`src/source/lpif_link_defs.svh`:
```
/*
  Size definitions for the two-lane link layer
  Lane geometry, user payload, receive FIFO depth and counter widths
*/
`ifndef LPIF_LINK_DEFS_SVH
`define LPIF_LINK_DEFS_SVH

// PHY lane geometry
`define LANE_WIDTH   40
`define NUM_LANES    2

// User payload bits carried per frame
`define DATA_WIDTH   64

// Receive FIFO entries, a power of two
`define FIFO_DEPTH   4

// Credit count width, wide enough for the initial credit
`define CREDIT_WIDTH 4

// Sync delay values in clock cycles
`define DELAY_WIDTH  16

`endif

```
`src/source/lpif_link_pkg.sv`:
```
/*
  Shared types of the link layer
  Lane words, user fields, counters and the sync state encoding
*/
`default_nettype none

`include "lpif_link_defs.svh"

package lpif_link_pkg;

  typedef logic [`LANE_WIDTH-1:0]   lane_word_t;
  typedef logic [`DATA_WIDTH-1:0]   user_data_t;
  typedef logic [1:0]               protid_t;
  typedef logic [`CREDIT_WIDTH-1:0] credit_t;
  typedef logic [`DELAY_WIDTH-1:0]  delay_t;

  // Bring-up sequence, transmit side first
  typedef enum logic [2:0] {
    SYNC_IDLE    = 3'd0,
    SYNC_TX_WAIT = 3'd1,
    SYNC_TX_UP   = 3'd2,
    SYNC_RX_WAIT = 3'd3,
    SYNC_LINK_UP = 3'd4
  } sync_state_t;

endpackage

`default_nettype wire

```
`src/source/delay_timer.sv`:
```
/*
  Programmable delay timer
  Down-counter with a single-cycle expiry pulse, idle between loads
*/
`timescale 1ns/1ps
`default_nettype none

module delay_timer (
  input  wire                          clk_wr,
  input  wire                          rst_n,
  input  wire                          timer_load,
  input  wire  lpif_link_pkg::delay_t  timer_value,
  output logic                         timer_done
);

  lpif_link_pkg::delay_t count_q;
  logic                  busy_q;

  // A load always restarts the count, even mid-run
  always_ff @(posedge clk_wr or negedge rst_n) begin
    if (!rst_n) begin
      count_q <= '0;
      busy_q  <= 1'b0;
    end else if (timer_load) begin
      count_q <= timer_value;
      busy_q  <= 1'b1;
    end else if (busy_q) begin
      if (count_q == '0) begin
        busy_q <= 1'b0;
      end else begin
        count_q <= count_q - 1'b1;
      end
    end
  end

  // Expiry seen for one cycle, then idle
  assign timer_done = busy_q && (count_q == '0);

endmodule

`default_nettype wire

```
`src/source/link_sync_fsm.sv`:
```
/*
  Link bring-up sequencer
  Brings transmit online after delay Y, then receive after delay X
*/
`timescale 1ns/1ps
`default_nettype none

module link_sync_fsm (
  input  wire                          clk_wr,
  input  wire                          rst_n,
  input  wire                          tx_online,
  input  wire                          rx_online,
  input  wire  lpif_link_pkg::delay_t  delay_x_value,
  input  wire  lpif_link_pkg::delay_t  delay_y_value,
  input  wire                          timer_done,
  output logic                         timer_load,
  output lpif_link_pkg::delay_t        timer_value,
  output logic                         tx_link_up,
  output logic                         rx_link_up
);

  lpif_link_pkg::sync_state_t state_q;
  lpif_link_pkg::sync_state_t state_d;
  logic                       rx_start;
  logic                       rx_side;

  // Receive waits for the registered transmit status, not the state
  assign rx_start = tx_link_up && rx_online;
  assign rx_side  = (state_q == lpif_link_pkg::SYNC_RX_WAIT) ||
                    (state_q == lpif_link_pkg::SYNC_LINK_UP);

  always_comb begin
    state_d = state_q;
    case (state_q)
      lpif_link_pkg::SYNC_IDLE: begin
        if (tx_online) state_d = lpif_link_pkg::SYNC_TX_WAIT;
      end
      lpif_link_pkg::SYNC_TX_WAIT: begin
        if (timer_done) state_d = lpif_link_pkg::SYNC_TX_UP;
      end
      lpif_link_pkg::SYNC_TX_UP: begin
        if (rx_start) state_d = lpif_link_pkg::SYNC_RX_WAIT;
      end
      lpif_link_pkg::SYNC_RX_WAIT: begin
        if (timer_done) state_d = lpif_link_pkg::SYNC_LINK_UP;
      end
      default: state_d = state_q;
    endcase
    // Losing either side takes the link down
    if (!tx_online || (rx_side && !rx_online)) begin
      state_d = lpif_link_pkg::SYNC_IDLE;
    end
  end

  // One timer serves both delays
  assign timer_load  = (state_q == lpif_link_pkg::SYNC_IDLE &&
                        state_d == lpif_link_pkg::SYNC_TX_WAIT) ||
                       (state_q == lpif_link_pkg::SYNC_TX_UP &&
                        state_d == lpif_link_pkg::SYNC_RX_WAIT);
  assign timer_value = (state_q == lpif_link_pkg::SYNC_IDLE) ? delay_y_value : delay_x_value;

  always_ff @(posedge clk_wr or negedge rst_n) begin
    if (!rst_n) begin
      state_q    <= lpif_link_pkg::SYNC_IDLE;
      tx_link_up <= 1'b0;
      rx_link_up <= 1'b0;
    end else begin
      state_q    <= state_d;
      tx_link_up <= (state_q == lpif_link_pkg::SYNC_TX_UP) || rx_side;
      rx_link_up <= (state_q == lpif_link_pkg::SYNC_LINK_UP);
    end
  end

endmodule

`default_nettype wire

```
`src/source/tx_frame_packer.sv`:
```
/*
  Transmit side of the link
  Upstream credit count, sticky credit error, registered two-lane framing
*/
`timescale 1ns/1ps
`default_nettype none

module tx_frame_packer (
  input  wire                              clk_wr,
  input  wire                              rst_n,
  input  wire                              tx_link_up,
  input  wire  lpif_link_pkg::credit_t     init_upstream_credit,
  input  wire                              ustrm_valid,
  input  wire  lpif_link_pkg::protid_t     ustrm_protid,
  input  wire  lpif_link_pkg::user_data_t  ustrm_data,
  input  wire                              credit_pending,
  input  wire                              credit_return,
  output logic                             credit_sent,
  output lpif_link_pkg::credit_t           ustrm_credit,
  output logic                             credit_err,
  output lpif_link_pkg::lane_word_t        tx_phy0,
  output lpif_link_pkg::lane_word_t        tx_phy1
);

  lpif_link_pkg::credit_t    credit_q;
  lpif_link_pkg::credit_t    credit_base;
  lpif_link_pkg::credit_t    credit_next;
  lpif_link_pkg::protid_t    protid_sel;
  lpif_link_pkg::user_data_t data_sel;
  logic                      tx_link_up_q;
  logic                      link_rise;
  logic                      accept;

  ////////////////////////////////////////////////////////////////////////////
  // Credit accounting

  assign link_rise = tx_link_up && !tx_link_up_q;

  // Initial credit visible in the very cycle the link comes up
  assign credit_base  = !tx_link_up ? '0 :
                        link_rise   ? init_upstream_credit : credit_q;
  assign ustrm_credit = credit_base;

  assign accept      = tx_link_up && ustrm_valid && (credit_base != '0);
  assign credit_sent = tx_link_up && credit_pending;

  always_comb begin
    credit_next = credit_base;
    if (credit_return && !accept) begin
      credit_next = credit_base + 1'b1;
    end else if (!credit_return && accept) begin
      credit_next = credit_base - 1'b1;
    end
  end

  ////////////////////////////////////////////////////////////////////////////
  // Frame build

  // Idle frames carry zero payload
  assign protid_sel = accept ? ustrm_protid : '0;
  assign data_sel   = accept ? ustrm_data : '0;

  always_ff @(posedge clk_wr or negedge rst_n) begin
    if (!rst_n) begin
      tx_link_up_q <= 1'b0;
      credit_q     <= '0;
      credit_err   <= 1'b0;
      tx_phy0      <= '0;
      tx_phy1      <= '0;
    end else begin
      tx_link_up_q <= tx_link_up;
      credit_q     <= tx_link_up ? credit_next : '0;
      // Word offered without credit is lost
      if (ustrm_valid && !accept) begin
        credit_err <= 1'b1;
      end
      if (!tx_link_up) begin
        tx_phy0 <= '0;
        tx_phy1 <= '0;
      end else begin
        // Strobe, credit return, valid, protid, data low
        tx_phy0 <= {1'b1, credit_pending, accept, protid_sel, data_sel[34:0]};
        // Marker reserved, then data high
        tx_phy1 <= {1'b0, 10'b0, data_sel[63:35]};
      end
    end
  end

endmodule

`default_nettype wire

```
`src/source/rx_frame_unpacker.sv`:
```
/*
  Receive side of the link
  Lane capture, receive FIFO, returned-credit detect, pending-credit count
*/
`timescale 1ns/1ps
`default_nettype none

`include "lpif_link_defs.svh"

module rx_frame_unpacker (
  input  wire                              clk_wr,
  input  wire                              rst_n,
  input  wire                              rx_link_up,
  input  wire  lpif_link_pkg::lane_word_t  rx_phy0,
  input  wire  lpif_link_pkg::lane_word_t  rx_phy1,
  input  wire                              dstrm_pop,
  input  wire                              credit_sent,
  output logic                             credit_pending,
  output logic                             credit_return,
  output logic                             dstrm_valid,
  output lpif_link_pkg::protid_t           dstrm_protid,
  output lpif_link_pkg::user_data_t        dstrm_data
);

  localparam int PTR_W = $clog2(`FIFO_DEPTH);

  logic [`NUM_LANES-1:0][`LANE_WIDTH-1:0] rx_lanes_q;
  logic [PTR_W:0]                         wr_ptr_q;
  logic [PTR_W:0]                         rd_ptr_q;
  lpif_link_pkg::protid_t                 protid_mem [`FIFO_DEPTH];
  lpif_link_pkg::user_data_t              data_mem   [`FIFO_DEPTH];
  lpif_link_pkg::credit_t                 pend_q;
  logic                                   frame_ok;
  logic                                   push;
  logic                                   pop;
  logic                                   full;
  logic                                   empty;

  ////////////////////////////////////////////////////////////////////////////
  // Lane capture and frame decode

  always_ff @(posedge clk_wr or negedge rst_n) begin
    if (!rst_n) begin
      rx_lanes_q <= '0;
    end else begin
      rx_lanes_q <= {rx_phy1, rx_phy0};
    end
  end

  // Strobe qualifies the whole frame
  assign frame_ok      = rx_link_up && rx_lanes_q[0][39];
  assign credit_return = frame_ok && rx_lanes_q[0][38];
  assign push          = frame_ok && rx_lanes_q[0][37] && !full;

  ////////////////////////////////////////////////////////////////////////////
  // Receive FIFO

  // Extra pointer bit tells full from empty
  assign empty = (wr_ptr_q == rd_ptr_q);
  assign full  = (wr_ptr_q[PTR_W] != rd_ptr_q[PTR_W]) &&
                 (wr_ptr_q[PTR_W-1:0] == rd_ptr_q[PTR_W-1:0]);

  assign dstrm_valid  = !empty;
  assign pop          = dstrm_pop && dstrm_valid;
  assign dstrm_protid = protid_mem[rd_ptr_q[PTR_W-1:0]];
  assign dstrm_data   = data_mem[rd_ptr_q[PTR_W-1:0]];

  always_ff @(posedge clk_wr) begin
    if (push) begin
      protid_mem[wr_ptr_q[PTR_W-1:0]] <= rx_lanes_q[0][36:35];
      data_mem[wr_ptr_q[PTR_W-1:0]]   <= {rx_lanes_q[1][28:0], rx_lanes_q[0][34:0]};
    end
  end

  always_ff @(posedge clk_wr or negedge rst_n) begin
    if (!rst_n) begin
      wr_ptr_q <= '0;
      rd_ptr_q <= '0;
    end else begin
      if (push) wr_ptr_q <= wr_ptr_q + 1'b1;
      if (pop)  rd_ptr_q <= rd_ptr_q + 1'b1;
    end
  end

  ////////////////////////////////////////////////////////////////////////////
  // Pending credits, one per pop until sent back

  always_ff @(posedge clk_wr or negedge rst_n) begin
    if (!rst_n) begin
      pend_q <= '0;
    end else if (pop && !credit_sent) begin
      pend_q <= pend_q + 1'b1;
    end else if (!pop && credit_sent) begin
      pend_q <= pend_q - 1'b1;
    end
  end

  assign credit_pending = (pend_q != '0);

endmodule

`default_nettype wire

```
`src/source/lpif_link_top.sv`:
```
/*
  Link layer top over a two-lane PHY
  Sync sequencer with delay timer, transmit packer and receive unpacker
*/
`timescale 1ns/1ps
`default_nettype none

module lpif_link_top (
  input  wire                              clk_wr,
  input  wire                              rst_n,

  // Sync control
  input  wire                              tx_online,
  input  wire                              rx_online,
  input  wire  lpif_link_pkg::delay_t      delay_x_value,
  input  wire  lpif_link_pkg::delay_t      delay_y_value,

  input  wire  lpif_link_pkg::credit_t     init_upstream_credit,

  // PHY lanes
  output lpif_link_pkg::lane_word_t        tx_phy0,
  output lpif_link_pkg::lane_word_t        tx_phy1,
  input  wire  lpif_link_pkg::lane_word_t  rx_phy0,
  input  wire  lpif_link_pkg::lane_word_t  rx_phy1,

  // Upstream user side
  input  wire                              ustrm_valid,
  input  wire  lpif_link_pkg::protid_t     ustrm_protid,
  input  wire  lpif_link_pkg::user_data_t  ustrm_data,
  output lpif_link_pkg::credit_t           ustrm_credit,
  output logic                             credit_err,

  // Downstream user side
  output logic                             dstrm_valid,
  output lpif_link_pkg::protid_t           dstrm_protid,
  output lpif_link_pkg::user_data_t        dstrm_data,
  input  wire                              dstrm_pop,

  // Status
  output logic                             tx_link_up,
  output logic                             rx_link_up
);

  ////////////////////////////////////////////////////////////////////////////
  // Internal wires

  logic                  timer_load;
  lpif_link_pkg::delay_t timer_value;
  logic                  timer_done;
  logic                  credit_pending;
  logic                  credit_return;
  logic                  credit_sent;

  ////////////////////////////////////////////////////////////////////////////
  // Bring-up

  delay_timer delay_timer_i (
    .clk_wr      (clk_wr),
    .rst_n       (rst_n),
    .timer_load  (timer_load),
    .timer_value (timer_value),
    .timer_done  (timer_done)
  );

  link_sync_fsm link_sync_fsm_i (
    .clk_wr        (clk_wr),
    .rst_n         (rst_n),
    .tx_online     (tx_online),
    .rx_online     (rx_online),
    .delay_x_value (delay_x_value),
    .delay_y_value (delay_y_value),
    .timer_done    (timer_done),
    .timer_load    (timer_load),
    .timer_value   (timer_value),
    .tx_link_up    (tx_link_up),
    .rx_link_up    (rx_link_up)
  );

  ////////////////////////////////////////////////////////////////////////////
  // Data path, credits loop through the far side

  tx_frame_packer tx_frame_packer_i (
    .clk_wr               (clk_wr),
    .rst_n                (rst_n),
    .tx_link_up           (tx_link_up),
    .init_upstream_credit (init_upstream_credit),
    .ustrm_valid          (ustrm_valid),
    .ustrm_protid         (ustrm_protid),
    .ustrm_data           (ustrm_data),
    .credit_pending       (credit_pending),
    .credit_return        (credit_return),
    .credit_sent          (credit_sent),
    .ustrm_credit         (ustrm_credit),
    .credit_err           (credit_err),
    .tx_phy0              (tx_phy0),
    .tx_phy1              (tx_phy1)
  );

  rx_frame_unpacker rx_frame_unpacker_i (
    .clk_wr         (clk_wr),
    .rst_n          (rst_n),
    .rx_link_up     (rx_link_up),
    .rx_phy0        (rx_phy0),
    .rx_phy1        (rx_phy1),
    .dstrm_pop      (dstrm_pop),
    .credit_sent    (credit_sent),
    .credit_pending (credit_pending),
    .credit_return  (credit_return),
    .dstrm_valid    (dstrm_valid),
    .dstrm_protid   (dstrm_protid),
    .dstrm_data     (dstrm_data)
  );

endmodule

`default_nettype wire

```
`config.mk`:
```
export PLATFORM = sky130hd
export DESIGN_NAME = lpif_link_top
export DESIGN_NICKNAME = d
export VERILOG_FILES = /design/src/source/lpif_link_pkg.sv /design/src/source/delay_timer.sv /design/src/source/link_sync_fsm.sv /design/src/source/tx_frame_packer.sv /design/src/source/rx_frame_unpacker.sv /design/src/source/lpif_link_top.sv
export VERILOG_INCLUDE_DIRS = /design/src /design/src/source
export SDC_FILE = /design/constraint.sdc
export NUM_CORES = 1
export LEC_CHECK = 0
export BUFFER_PORTS_ARGS = -buffer_cell sky130_fd_sc_hd__buf_2
export CORE_UTILIZATION = 43
export CTS_CLUSTER_DIAMETER = 200
export DETAILED_ROUTE_END_ITERATION = 7
export PLACE_DENSITY = 0.74
export SETUP_SLACK_MARGIN = 0.5
export SYNTH_ARGS = -nofsm -noshare
export SYNTH_HDL_FRONTEND = slang
export SYNTH_SLANG_ARGS = --single-unit
```
`constraint.sdc`:
```
create_clock -name clk_wr -period 8.9 [get_ports clk_wr]
set_clock_uncertainty 0.05 [all_clocks]
set_input_delay 0.89 -clock clk_wr [delete_from_list [all_inputs] [get_ports clk_wr]]
set_output_delay 0.89 -clock clk_wr [all_outputs]
set_load 0.005 [all_outputs]
```
Word-level counts from Yosys, hierarchy flattened. Memory sizes are Yosys's and may differ from the RTL's. Index checks and enable logic that the tools add are counted.

Register bits: 176. Latch bits: 0. Bits in writable memories: 264. ROM bits: 0. Output and inout bits: 154. Logic and storage cells: 100. Memories: 2.

$add $sub $neg: 7. Multipliers: 0. Divide/modulo/power cells: 0. Magnitude comparators: 0. Equality and inequality tests: 10. Shift operators: 0. Muxes and demuxes: 26. Bitwise operators: 0. Reductions and logical operators: 40.

Memory list: rx_frame_unpacker_i.data_mem (depth 4, bits a word 64, read ports 1, clocked after Yosys merged registers in 0, write ports 1, line rx_frame_unpacker.sv:31) `` lpif_link_pkg::user_data_t data_mem [`FIFO_DEPTH]; ``; rx_frame_unpacker_i.protid_mem (depth 4, bits a word 2, read ports 1, clocked after Yosys merged registers in 0, write ports 1, line rx_frame_unpacker.sv:30) `` lpif_link_pkg::protid_t protid_mem [`FIFO_DEPTH]; ``.

Operators with widths (number): $mux W16 (4); $mux W64 (1); $mux W40 (1); $mux W29 (1); $mux W4 (7); $logic_and A1 B1 Y1 (20); $logic_not A16 Y1 (1); $sub A16 B1 Y16 const B (1); $mux W3 (5); $pmux W3 S4 (1); $eq A3 B2 Y1 const B (3); $logic_not A1 Y1 (9); $add A4 B1 Y4 const B (2); $reduce_bool A4 Y1 (2); $sub A4 B1 Y4 const B (2); $add A3 B1 Y3 const B (2); $eq A3 B1 Y1 const B (2); $mux W1 (5); $logic_or A1 B1 Y1 (4); $reduce_bool A2 Y1 (2); $eq A3 B3 Y1 (1); $eq A3 B3 Y1 const B (1); $logic_not A3 Y1 (1); $eq A2 B2 Y1 (1); other kinds (4) (4).

Depth between registers and ports, before layout. Gate-level depths: netlist of run 1.

Word-level depth: 10. Depth in mapped cells: 13. Mapped depth without buffers: 11.

Hierarchy. A second synthesis of run 1 with hierarchy kept.

Cells, all modules: 861. Area total of the unflattened synthesis: 16321.9 µm².

By module, submodules not included: rx_frame_unpacker (times used 1, cells an instance 485, area each 12040.3 µm², sequential area each 9904.5 µm²); tx_frame_packer (times used 1, cells an instance 211, area each 2756.4 µm², sequential area each 1851.8 µm²); delay_timer (times used 1, cells an instance 123, area each 1078.5 µm², sequential area each 425.4 µm²); link_sync_fsm (times used 1, cells an instance 42, area each 446.7 µm², sequential area each 125.1 µm²).

Worst setup path before layout of run 1. Ideal clock, no wire load.

Path type: register to register. Start: register rx_frame_unpacker_i.rd_ptr_q[0]. End: memory rx_frame_unpacker_i.data_mem[3][0] in the netlist's numbering (enable). Library setup time: 0.433 ns. Arrival time: 2.605 ns. Path slack: 5.812 ns. Stages on the path, launching flop included: 6. Buffers on the path: 1. Cell sequence: dfrtp_1 clkbuf_1 xnor2_1 nand2_1 o2111a_1 and2_1.

Cells in the longest elaborated chain, start to end: 6.

Ends and longest elaborated chain: start, declared (line rx_frame_unpacker.sv:29) `logic [PTR_W:0] rd_ptr_q;`; start signal, assigned (line rx_frame_unpacker.sv:81) `if (pop) rd_ptr_q <= rd_ptr_q + 1'b1;`; $eq A2 B2 Y1 (line rx_frame_unpacker.sv:61) `(wr_ptr_q[PTR_W-1:0] == rd_ptr_q[PTR_W-1:0]);`; $logic_and A1 B1 Y1 (line rx_frame_unpacker.sv:60) `assign full = (wr_ptr_q[PTR_W] != rd_ptr_q[PTR_W]) &&`; $logic_not A1 Y1 (line rx_frame_unpacker.sv:53) `assign push = frame_ok && rx_lanes_q[0][37] && !full;`; $logic_and A1 B1 Y1 (line rx_frame_unpacker.sv:53); $mux W1 (line rx_frame_unpacker.sv:69) `if (push) begin`; $mux W1 (implied by the code) (line rx_frame_unpacker.sv:71) `data_mem[wr_ptr_q[PTR_W-1:0]] <= {rx_lanes_q[1][28:0], rx_lanes_q[0][34:0]};`; end, declared (line rx_frame_unpacker.sv:31).

Every way passes these cells.

Worst setup path after layout of run 1.
Start: register rx_frame_unpacker_i.rd_ptr_q[0]. End: output dstrm_data[0].

Cells in the longest elaborated chain, start to end: 1.

Ends and longest elaborated chain: $mem_v2 Z4 W64; end, declared (line lpif_link_top.sv:36) `output lpif_link_pkg::user_data_t dstrm_data,`.

Every way passes these cells.

==> metrics.txt, run 1 <==
GP Congestion=0.828; Post-synth EDFFs=264; Chip Height=194 um; commonest non-fill, non-tap cells in the layout=buf_2, edfxtp_1, dfrtp_1, and2_1, mux4_2; WP data required=7.96 ns; final hold violation count=0; WL final=33000 um; Slew @ Worst Pin=1.07 ns; overall global routing resource usage=18.0%; Reg area=12300 sq um; Post-CTS Setup Inserts=0; Post-Synthesis Cell Area=15900 sq um; Crit Path Max Fanout=40; fill count=2926; Top FF cell, synth=edfxtp_1; IO buf count=319; via count=8339; first-iteration detailed-routing DRC count=354; H-tree levels=2; critical path class=reg -> out; Int Power=0.00325 W; sequential share of the synthesized area=77.3%; relative max-transition margin=28.8%; GRT overflow=0; Initial Utilization=43.6%; CTS clk-pin slew, worst paths=0.06 ns; area growth from synthesis to layout=21.5%; Slew Viols, Final=0; worst path cell trace=buf_4 -> mux4_2 -> buf_2; commonest non-fill, non-tap cell in the layout=buf_2; Placeable Area=36500 sq um; Synthesis Warnings=0; Die X-Extent=194 um; Wirelength per Cell=19.8 um; final hold slack=0.387 ns; arrival time worst endpoint=2.98 ns; period utilization=44.1%; hold_buf cts=0; setup TNS=0 ns; die area=37800 sq um; Synth async-reset ratio=39.9%; first-pass GRT wire length=50800 um; delay-heaviest family, CP=buffers and inverters; Multi-input gate area=3390 sq um; Clk Latency, worst-skew pair=0.54 ns; Max-cap violations=0; leak pwr=7.82 nW; status=finished clean; share of layout cells above drive strength 1=39.6%; TritonCTS clock tree=done; number of global-route vias before repair=8858; Vias/cell=5.00; post-synth top area cell=edfxtp_1; row count=70; Fmax=255 MHz; antenna violations before repair=5; distinct cell type count after synthesis=51; drt first pass iters=4; clock share of power=41.2%; RSZ-0062 raised after global routing=no; PD cells=212 nW/um^2; total CTS buffers=45; DRC Markers=0; Gate power share=3.8%; Max Root-Sink Buffers=3; Sw Pwr=0.000847 W; CP peak stage delay=0.84 ns; Antenna Violating Nets Remaining=0; CP endpoint kind=primary output; Hold Path Class=in -> async; clk sink count=439; post-DP HPWL=20300 um; CTS root buf=clkbuf_16; CP startpoint kind=register; synthesis-stage register bit count=439; Net Sw Frac=20.7%; final setup fails=0; top post-synthesis cells by area=edfxtp_1, dfrtp_1, mux4_2, and2_1, mux2i_1; VDD IR max=0.165 mV; slowest cell on the critical path=dfrtp_4; Tmin final=3.92 ns; Sequential Power Share=55.0%; Ports=342; # resized after CTS=0; syn avg cell area=19.3 sq um; pin count of the biggest net entering global routing=106; Yosys top cell area share=49.8%; Bufs and invs on worst path=2; Mapped Cells=825; NumNets Final=1364
-- synthesized netlist by cell type, drive strengths merged, types with 2 or more instances --
| cell | number |
|---|---|
| nor3 | 10 |
| a41oi | 2 |
| mux2 | 9 |
| xor2 | 9 |
| nor3b | 3 |
| a21oi | 7 |
| o21ai | 17 |
| a21o | 3 |
| dfrtp | 175 |
| and2 | 73 |
| edfxtp | 264 |
| clkbuf | 26 |
| nor4b | 2 |
| o21bai | 3 |
| or3 | 6 |
| mux4 | 66 |
| xnor2 | 16 |
| ha | 11 |
| nand2b | 3 |
| nor4 | 5 |
| or4 | 2 |
| a31oi | 2 |
| o31a | 2 |
| inv | 14 |
| buf | 21 |
| nor2 | 12 |
| nand2 | 19 |
| nand3 | 3 |
| mux2i | 23 |
-- cell families after synthesis --
group | synth area share (%)
AO/OA/AOI/OAI | 1.77
multiplexers | 11.4
buffers and inverters | 1.73
adder cells (fa/ha/maj) | 1.05
AND/OR/NAND/NOR | 5.28
flip-flops | 77.3
XOR/XNOR | 1.38
other | 0.0236
-- registers in the layout, indices dropped and copies added (netlist names) --
name and count:
tx_frame_packer_i.tx_link_up_q 1, link_sync_fsm_i.tx_link_up 1, tx_frame_packer_i.credit_q 4, link_sync_fsm_i.rx_link_up 1, rx_frame_unpacker_i.rx_lanes_q 69, rx_frame_unpacker_i.protid_mem 8
rx_frame_unpacker_i.pend_q 4, rx_frame_unpacker_i.wr_ptr_q 3, delay_timer_i.busy_q 1, tx_frame_packer_i.tx_phy1 29, tx_frame_packer_i.tx_phy0 39, delay_timer_i.count_q 16
rx_frame_unpacker_i.data_mem 256, tx_frame_packer_i.credit_err 1, rx_frame_unpacker_i.rd_ptr_q 3, link_sync_fsm_i.state_q 3
-- power groups by stage --
stage	Sequential, W	Clock [W]	Combinational [W]
floorplan	0.00228	0	0.0000877
global route	0.00226	0.00183	0.000177
detailed placement	0.00230	0	0.000157
global placement	0.00229	0	0.000152
finish	0.00226	0.00169	0.000154
CTS	0.00226	0.00174	0.000158
-- stage by stage --
step / area (sq um) / worst slack [ns] / total power, W / util [%] / instances
finish: 19300 / 4.98 / 0.00410 / 52.9 / 1667
global route: 19300 / 4.69 / 0.00427 / 52.9 / 1666
CTS: 19300 / 4.82 / 0.00416 / 52.9 / 1666
detailed placement: 18000 / 4.91 / 0.00245 / 49.4 / 1585
global placement: 18000 / 5.06 / 0.00244 / 49.4 / 1585
floorplan: 15900 / 5.81 / 0.00237 / - / 835
-- worst paths after layout --
check | from | end | slack [ns] | depth (start not counted)
max | rx_frame_unpacker_i.rd_ptr_q[0] | dstrm_data[0] | 4.98 | 3
min | rst_n | tx_frame_packer_i.tx_phy1[11] | 0.39 | 1
max reg2reg | tx_frame_packer_i.tx_link_up_q | tx_frame_packer_i.credit_q[3] | 5.43 | 11
min reg2reg | tx_frame_packer_i.credit_err | tx_frame_packer_i.credit_err | 0.42 | 1
max in group asynchronous | rst_n | rx_frame_unpacker_i.pend_q[2] | 6.88 | 2
min in group clk_wr | rx_phy0[26] | rx_frame_unpacker_i.rx_lanes_q[26] | 0.40 | 1
-- final cells by class --
cell class                 instances  area share [%]
timing repair buffer             329            8.69
clock inverter                    10           0.298
tap                              468            3.03
sequential                       439            63.7
multi-input combinational        335            17.5
inverter                          14           0.272
clock buffer                      71            6.48
antenna                            1          0.0129
-- routing by layer --
| metal | part of all wire (%) | track usage (%) |
|---|---|---|
| met1 | 39 | 22.3 |
| met2 | 50 | 30.3 |
| met3 | 7.9 | 5.80 |
| met4 | 2.2 | 5.09 |
| met5 | 0.17 | 0 |
Power figures use the tool's default switching activity.
==> inputs of run 2 (changes only) <==
--- a/config.mk
+++ b/config.mk
@@ -10,7 +10,7 @@
 export CORE_UTILIZATION = 43
 export CTS_CLUSTER_DIAMETER = 200
 export DETAILED_ROUTE_END_ITERATION = 7
-export PLACE_DENSITY = 0.74
+export PLACE_DENSITY = 0.77
 export SETUP_SLACK_MARGIN = 0.5
 export SYNTH_ARGS = -nofsm -noshare
 export SYNTH_HDL_FRONTEND = slang
==> constraint.sdc (replaced) <==
create_clock -name clk_wr -period 3.57 [get_ports clk_wr]
set_clock_uncertainty 0.05 [all_clocks]
set_input_delay 0.357 -clock clk_wr [delete_from_list [all_inputs] [get_ports clk_wr]]
set_output_delay 0.357 -clock clk_wr [all_outputs]
set_load 0.005 [all_outputs]
==> run 2 against run 1 <==
- die area unchanged
- first-iteration DRC count up 33%
- sequential share of layout area is 5.4 points lower
- worst hold slack lost 0.35 ns
- clock power rose to 3.0 times the previous value
- largest power group unchanged
==> metrics.txt, run 2 (synthesis gave the netlist of run 1 again) <==
Clk Latency, worst-skew pair=0.57 ns; final hold slack=0.0412 ns; CTS clk-pin slew, worst paths=0.06 ns; clk sink count=439; worst path cell trace=buf_4 -> buf_6 -> mux4_2 -> buf_2; Slew @ Worst Pin=0.684 ns; Tmin final=2.85 ns; Chip Height=194 um; Max Root-Sink Buffers=3; pin count of the biggest net entering global routing=71; Multi-input gate area=3390 sq um; CTS root buf=clkbuf_16; TritonCTS clock tree=done; first-iteration detailed-routing DRC count=472; total CTS buffers=44; via count=8925; delay-heaviest family, CP=buffers and inverters; fill count=2662; RSZ-0062 raised after global routing=no; commonest non-fill, non-tap cells in the layout=buf_2, edfxtp_1, dfrtp_1, dlygate4sd3_1, and2_1; Reg area=12300 sq um; commonest non-fill, non-tap cell in the layout=buf_2; IO buf count=319; post-DP HPWL=21700 um; arrival time worst endpoint=2.44 ns; PD cells=529 nW/um^2; NumNets Final=1508; Placeable Area=36500 sq um; number of flip-flops in the largest register=256; final setup fails=0; DRC Markers=0; WL final=36900 um; Max-cap violations=0; Wirelength per Cell=20.3 um; Hold Path Class=in -> reg; relative max-transition margin=54.1%; antenna violations before repair=5; final hold violation count=0; Die X-Extent=194 um; fin cells=1816; Slew Viols, Final=0; share of layout cells above drive strength 1=37.1%; first-pass GRT wire length=56300 um; placed instance count=1594; Ports=342; area growth from synthesis to layout=32.8%; number of global-route vias before repair=9878; post-layout util=57.8%; GRT overflow=0; H-tree levels=2; Crit Path Max Fanout=36; die area=37800 sq um; Fmax=351 MHz; Vias/cell=4.91; setup TNS=0 ns; GP Congestion=0.848; status=finished clean; CP peak stage delay=0.45 ns; Design Power=0.0112 W; Initial Utilization=43.6%; Antenna Violating Nets Remaining=0; CP endpoint kind=primary output; CP startpoint kind=register; row count=70; overall global routing resource usage=19.9%; Bufs and invs on worst path=3; VDD IR max=0.362 mV; drt first pass iters=4; Reg2Reg Setup Slack=0.74 ns; WP data required=3.16 ns; period utilization=79.7%; slowest cell on the critical path=buf_4; leak pwr=8.60 nW; critical path class=reg -> out
[run 2: layer usage]
| layer | up-vias | share of wire [%] | GRT usage, % |
|---|---|---|---|
| li1 | 4065 | - | - |
| met1 | 4440 | 40 | 24.7 |
| met2 | 340 | 49 | 32.9 |
| met3 | 78 | 7.0 | 5.24 |
| met4 | 2 | 3.7 | 9.08 |
| met5 | - | 0.035 | 0 |
[run 2: layout make-up]
class                           instances  share of cell area, %
Inverter                               14                  0.249
Clock buffer                           63                   6.14
Clock inverter                         19                   1.48
Multi-Input combinational cell        335                   16.1
Antenna cell                            4                 0.0474
Sequential cell                       439                   58.3
Tap cell                              468                   2.77
Timing Repair Buffer                  474                   15.0
[run 2: where the power goes]
| part | total (W) | internal (W) | leakage [nW] | switching, W |
|---|---|---|---|---|
| clock network | 0.00502 | 0.00312 | 0.787 | 0.00190 |
| logic | 0.000525 | 0.000299 | 3.23 | 0.000225 |
| registers | 0.00562 | 0.00550 | 4.59 | 0.000120 |
| total | 0.0112 | 0.00892 | 8.60 | 0.00224 |
[run 2: per-stage QoR]
stage / cell area [sq um] / worst slack [ns]
final: 21100 / 0.724
after global routing: 21100 / 0.532
after CTS: 21100 / 0.636
after detailed placement: 18100 / 0.813
after global placement: 18100 / 0.887
after floorplan: 16000 / 0.514
[run 2: final timing paths]
| path | start | end | cells past startpoint |
|---|---|---|---|
| max | rx_frame_unpacker_i.rd_ptr_q[1] | dstrm_data[29] | 4 |
| min | ustrm_data[4] | tx_frame_packer_i.tx_phy0[4] | 2 |
| max reg2reg | tx_frame_packer_i.tx_link_up_q | tx_frame_packer_i.tx_phy0[32] | 9 |
| min reg2reg | tx_frame_packer_i.credit_err | tx_frame_packer_i.credit_err | 1 |
| max in group asynchronous | rst_n | tx_frame_packer_i.tx_phy0[28] | 3 |
| min in group asynchronous | rst_n | tx_frame_packer_i.tx_phy0[37] | 2 |
[run 2: what timing repair did]
item | in CTS | in global routing
hold buffers | 136 | 0
endpoints found under the hold margin | 203 | 0
buffers inserted | 0 | 0
setup endpoints to repair | 28 | 0
gates resized for setup | 1 | 0
==> inputs of run 3 (changes only) <==
==> constraint.sdc (replaced) <==
create_clock -name clk_wr -period 2.5 [get_ports clk_wr]
set_clock_uncertainty 0.05 [all_clocks]
set_input_delay 0.25 -clock clk_wr [delete_from_list [all_inputs] [get_ports clk_wr]]
set_output_delay 0.25 -clock clk_wr [all_outputs]
set_load 0.005 [all_outputs]
==> run 3 against run 2 <==
- register-to-register slack got worse by 0.68 ns
- worst setup slack got worse by 0.66 ns
- clock power increased by 36%
- wire length increased by 29%
==> metrics.txt, run 3 (synthesis gave the netlist of run 1 again) <==
status=finished clean; row count=70; post-DP HPWL=20900 um; CP startpoint kind=register; commonest non-fill, non-tap cells in the layout=buf_2, edfxtp_1, dlygate4sd3_1, dfrtp_1, mux4_2; Ports=342; NumNets Final=1691; VDD IR max=0.737 mV; delay-heaviest family, CP=simple AND/OR/NAND/NOR gates; setup ws final=0.0593 ns; final setup fails=0; WL final=47500 um; worst path cell trace=mux2i_4 -> nand2b_4 -> ha_4 -> nor4b_4 -> nor3_2 -> buf_4 -> buf_8 -> buf_6 -> buf_6 -> a31oi_4 -> mux2i_1; GP Congestion=0.827; GRT overflow=0; Fmax=410 MHz; Wirelength per Cell=23.8 um; overall global routing resource usage=22.4%; worst r2r src=tx_frame_packer_i.tx_link_up_q; RSZ-0062 raised after global routing=yes; Clk Latency, worst-skew pair=0.59 ns; Max Root-Sink Buffers=3; CP most frequent cell=buf_6; DRC Markers=0; crit path launch=tx_frame_packer_i.tx_link_up_q; drt first pass iters=5; Bufs and invs on worst path=4; arrival time worst endpoint=2.87 ns; pre-CTS setup slack=0.0843 ns; commonest non-fill, non-tap cell in the layout=buf_2; number of global-route vias before repair=11143; Initial Utilization=43.6%; final hold violation count=0; post-layout util=66.7%; die area=37800 sq um; area growth from synthesis to layout=53.1%; final hold slack=0.0435 ns; Tmin final=2.44 ns; relative max-transition margin=54.2%; antenna violations before repair=1; Die X-Extent=194 um; total CTS buffers=45; share of layout cells above drive strength 1=49.1%; first-iteration detailed-routing DRC count=557; Chip Height=194 um; DP Area=18500 sq um; first-pass GRT wire length=63200 um; clk sink count=439; CTS clk-pin slew, worst paths=0.06 ns; Design Power=0.0159 W; number of flip-flops in the largest register=256; slowest cell on the critical path=dfrtp_2; leak pwr=9.99 nW; Antenna Violating Nets Remaining=0; Vias/cell=5.18; CTS root buf=clkbuf_16; critical path class=reg -> reg; min-delay src=delay_x_value[0]; TritonCTS clock tree=done; IO buf count=319; Max-cap violations=0; WP data required=2.93 ns; CP endpoint kind=register; period utilization=97.6%; H-tree levels=2; pin count of the biggest net entering global routing=69; Hold Path Class=in -> reg; Placeable Area=36500 sq um; Slew @ Worst Pin=0.687 ns; via count=10342; Crit Path Max Fanout=5; PD cells=654 nW/um^2; fin area=24400 sq um; CP peak stage delay=0.45 ns; Slew Viols, Final=0
## run 3: changes by cell type in the layout (fill, tap and decap cells not counted), sizes merged
cell         before  now
buf             337  461
dlygate4sd3     136  170
clkbuf           64   90
bufinv            8    3
diode             4    1
bufbuf            0    2
inv              15   17
and2             73   74
clkinvlp          1    0
## run 3: path summary, 6_finish.rpt
kind                                                        to  slack, ns  cells past startpoint
max                              tx_frame_packer_i.credit_q[2]       0.06                     11
min                                   delay_timer_i.count_q[0]       0.04                      4
max reg2reg                      tx_frame_packer_i.credit_q[2]       0.06                     11
min reg2reg                rx_frame_unpacker_i.data_mem[0][10]       0.42                      0
max in group asynchronous      rx_frame_unpacker_i.rd_ptr_q[0]       1.45                      3
min in group asynchronous   rx_frame_unpacker_i.rx_lanes_q[47]       0.20                      2
## run 3: routing by layer
| metal | up-vias | global-route usage (%) | share of wire, % |
|---|---|---|---|
| li1 | 4441 | - | - |
| met1 | 5296 | 26.7 | 37 |
| met2 | 524 | 39.2 | 53 |
| met3 | 81 | 5.50 | 6.8 |
| met4 | 0 | 8.85 | 2.8 |
| met5 | - | 0 | 0 |
## run 3: worst reg2reg max path: stages (launching register included)
cell      delay (ns)
dfrtp_2         0.45
mux2i_4         0.27
nand2b_4        0.18
ha_4            0.16
nor4b_4         0.25
nor3_2          0.10
buf_4           0.15
buf_8           0.12
buf_6           0.11
buf_6           0.12
a31oi_4         0.16
mux2i_1         0.23
## run 3: power breakdown
group | switching, W | internal [W] | total, W
clock network | 0.00287 | 0.00395 | 0.00683
logic | 0.000458 | 0.000599 | 0.00106
registers | 0.000201 | 0.00786 | 0.00806
total | 0.00353 | 0.0124 | 0.0159
## run 3: cell type report
| type | instances | area [sq um] |
|---|---|---|
| clock inverter | 15 | 211 |
| inverter | 14 | 57.6 |
| tap | 468 | 586 |
| sequential | 439 | 12300 |
| clock buffer | 68 | 1300 |
| fill | 2247 | 12200 |
| multi-input combinational | 336 | 3940 |
| antenna | 1 | 2.50 |
| timing repair buffer | 655 | 5950 |
## run 3: what timing repair did
action / in CTS / in global routing
setup buffers: 51 / 34
gates cloned: 19 / 28
hold buffers: 170 / 0
setup endpoints to repair: 186 / 417
gates resized for setup: 104 / 119
endpoints found under the hold margin: 213 / 0
pin swaps: 23 / 31
## run 3: stage by stage
stage	TNS, ns	instances
2_1_floorplan	0	835
3_3_place_gp	0	1610
3_5_place_dp	0	1610
4_1_cts	0	1933
5_1_grt	-0.00456	1995
6_report	0	1996
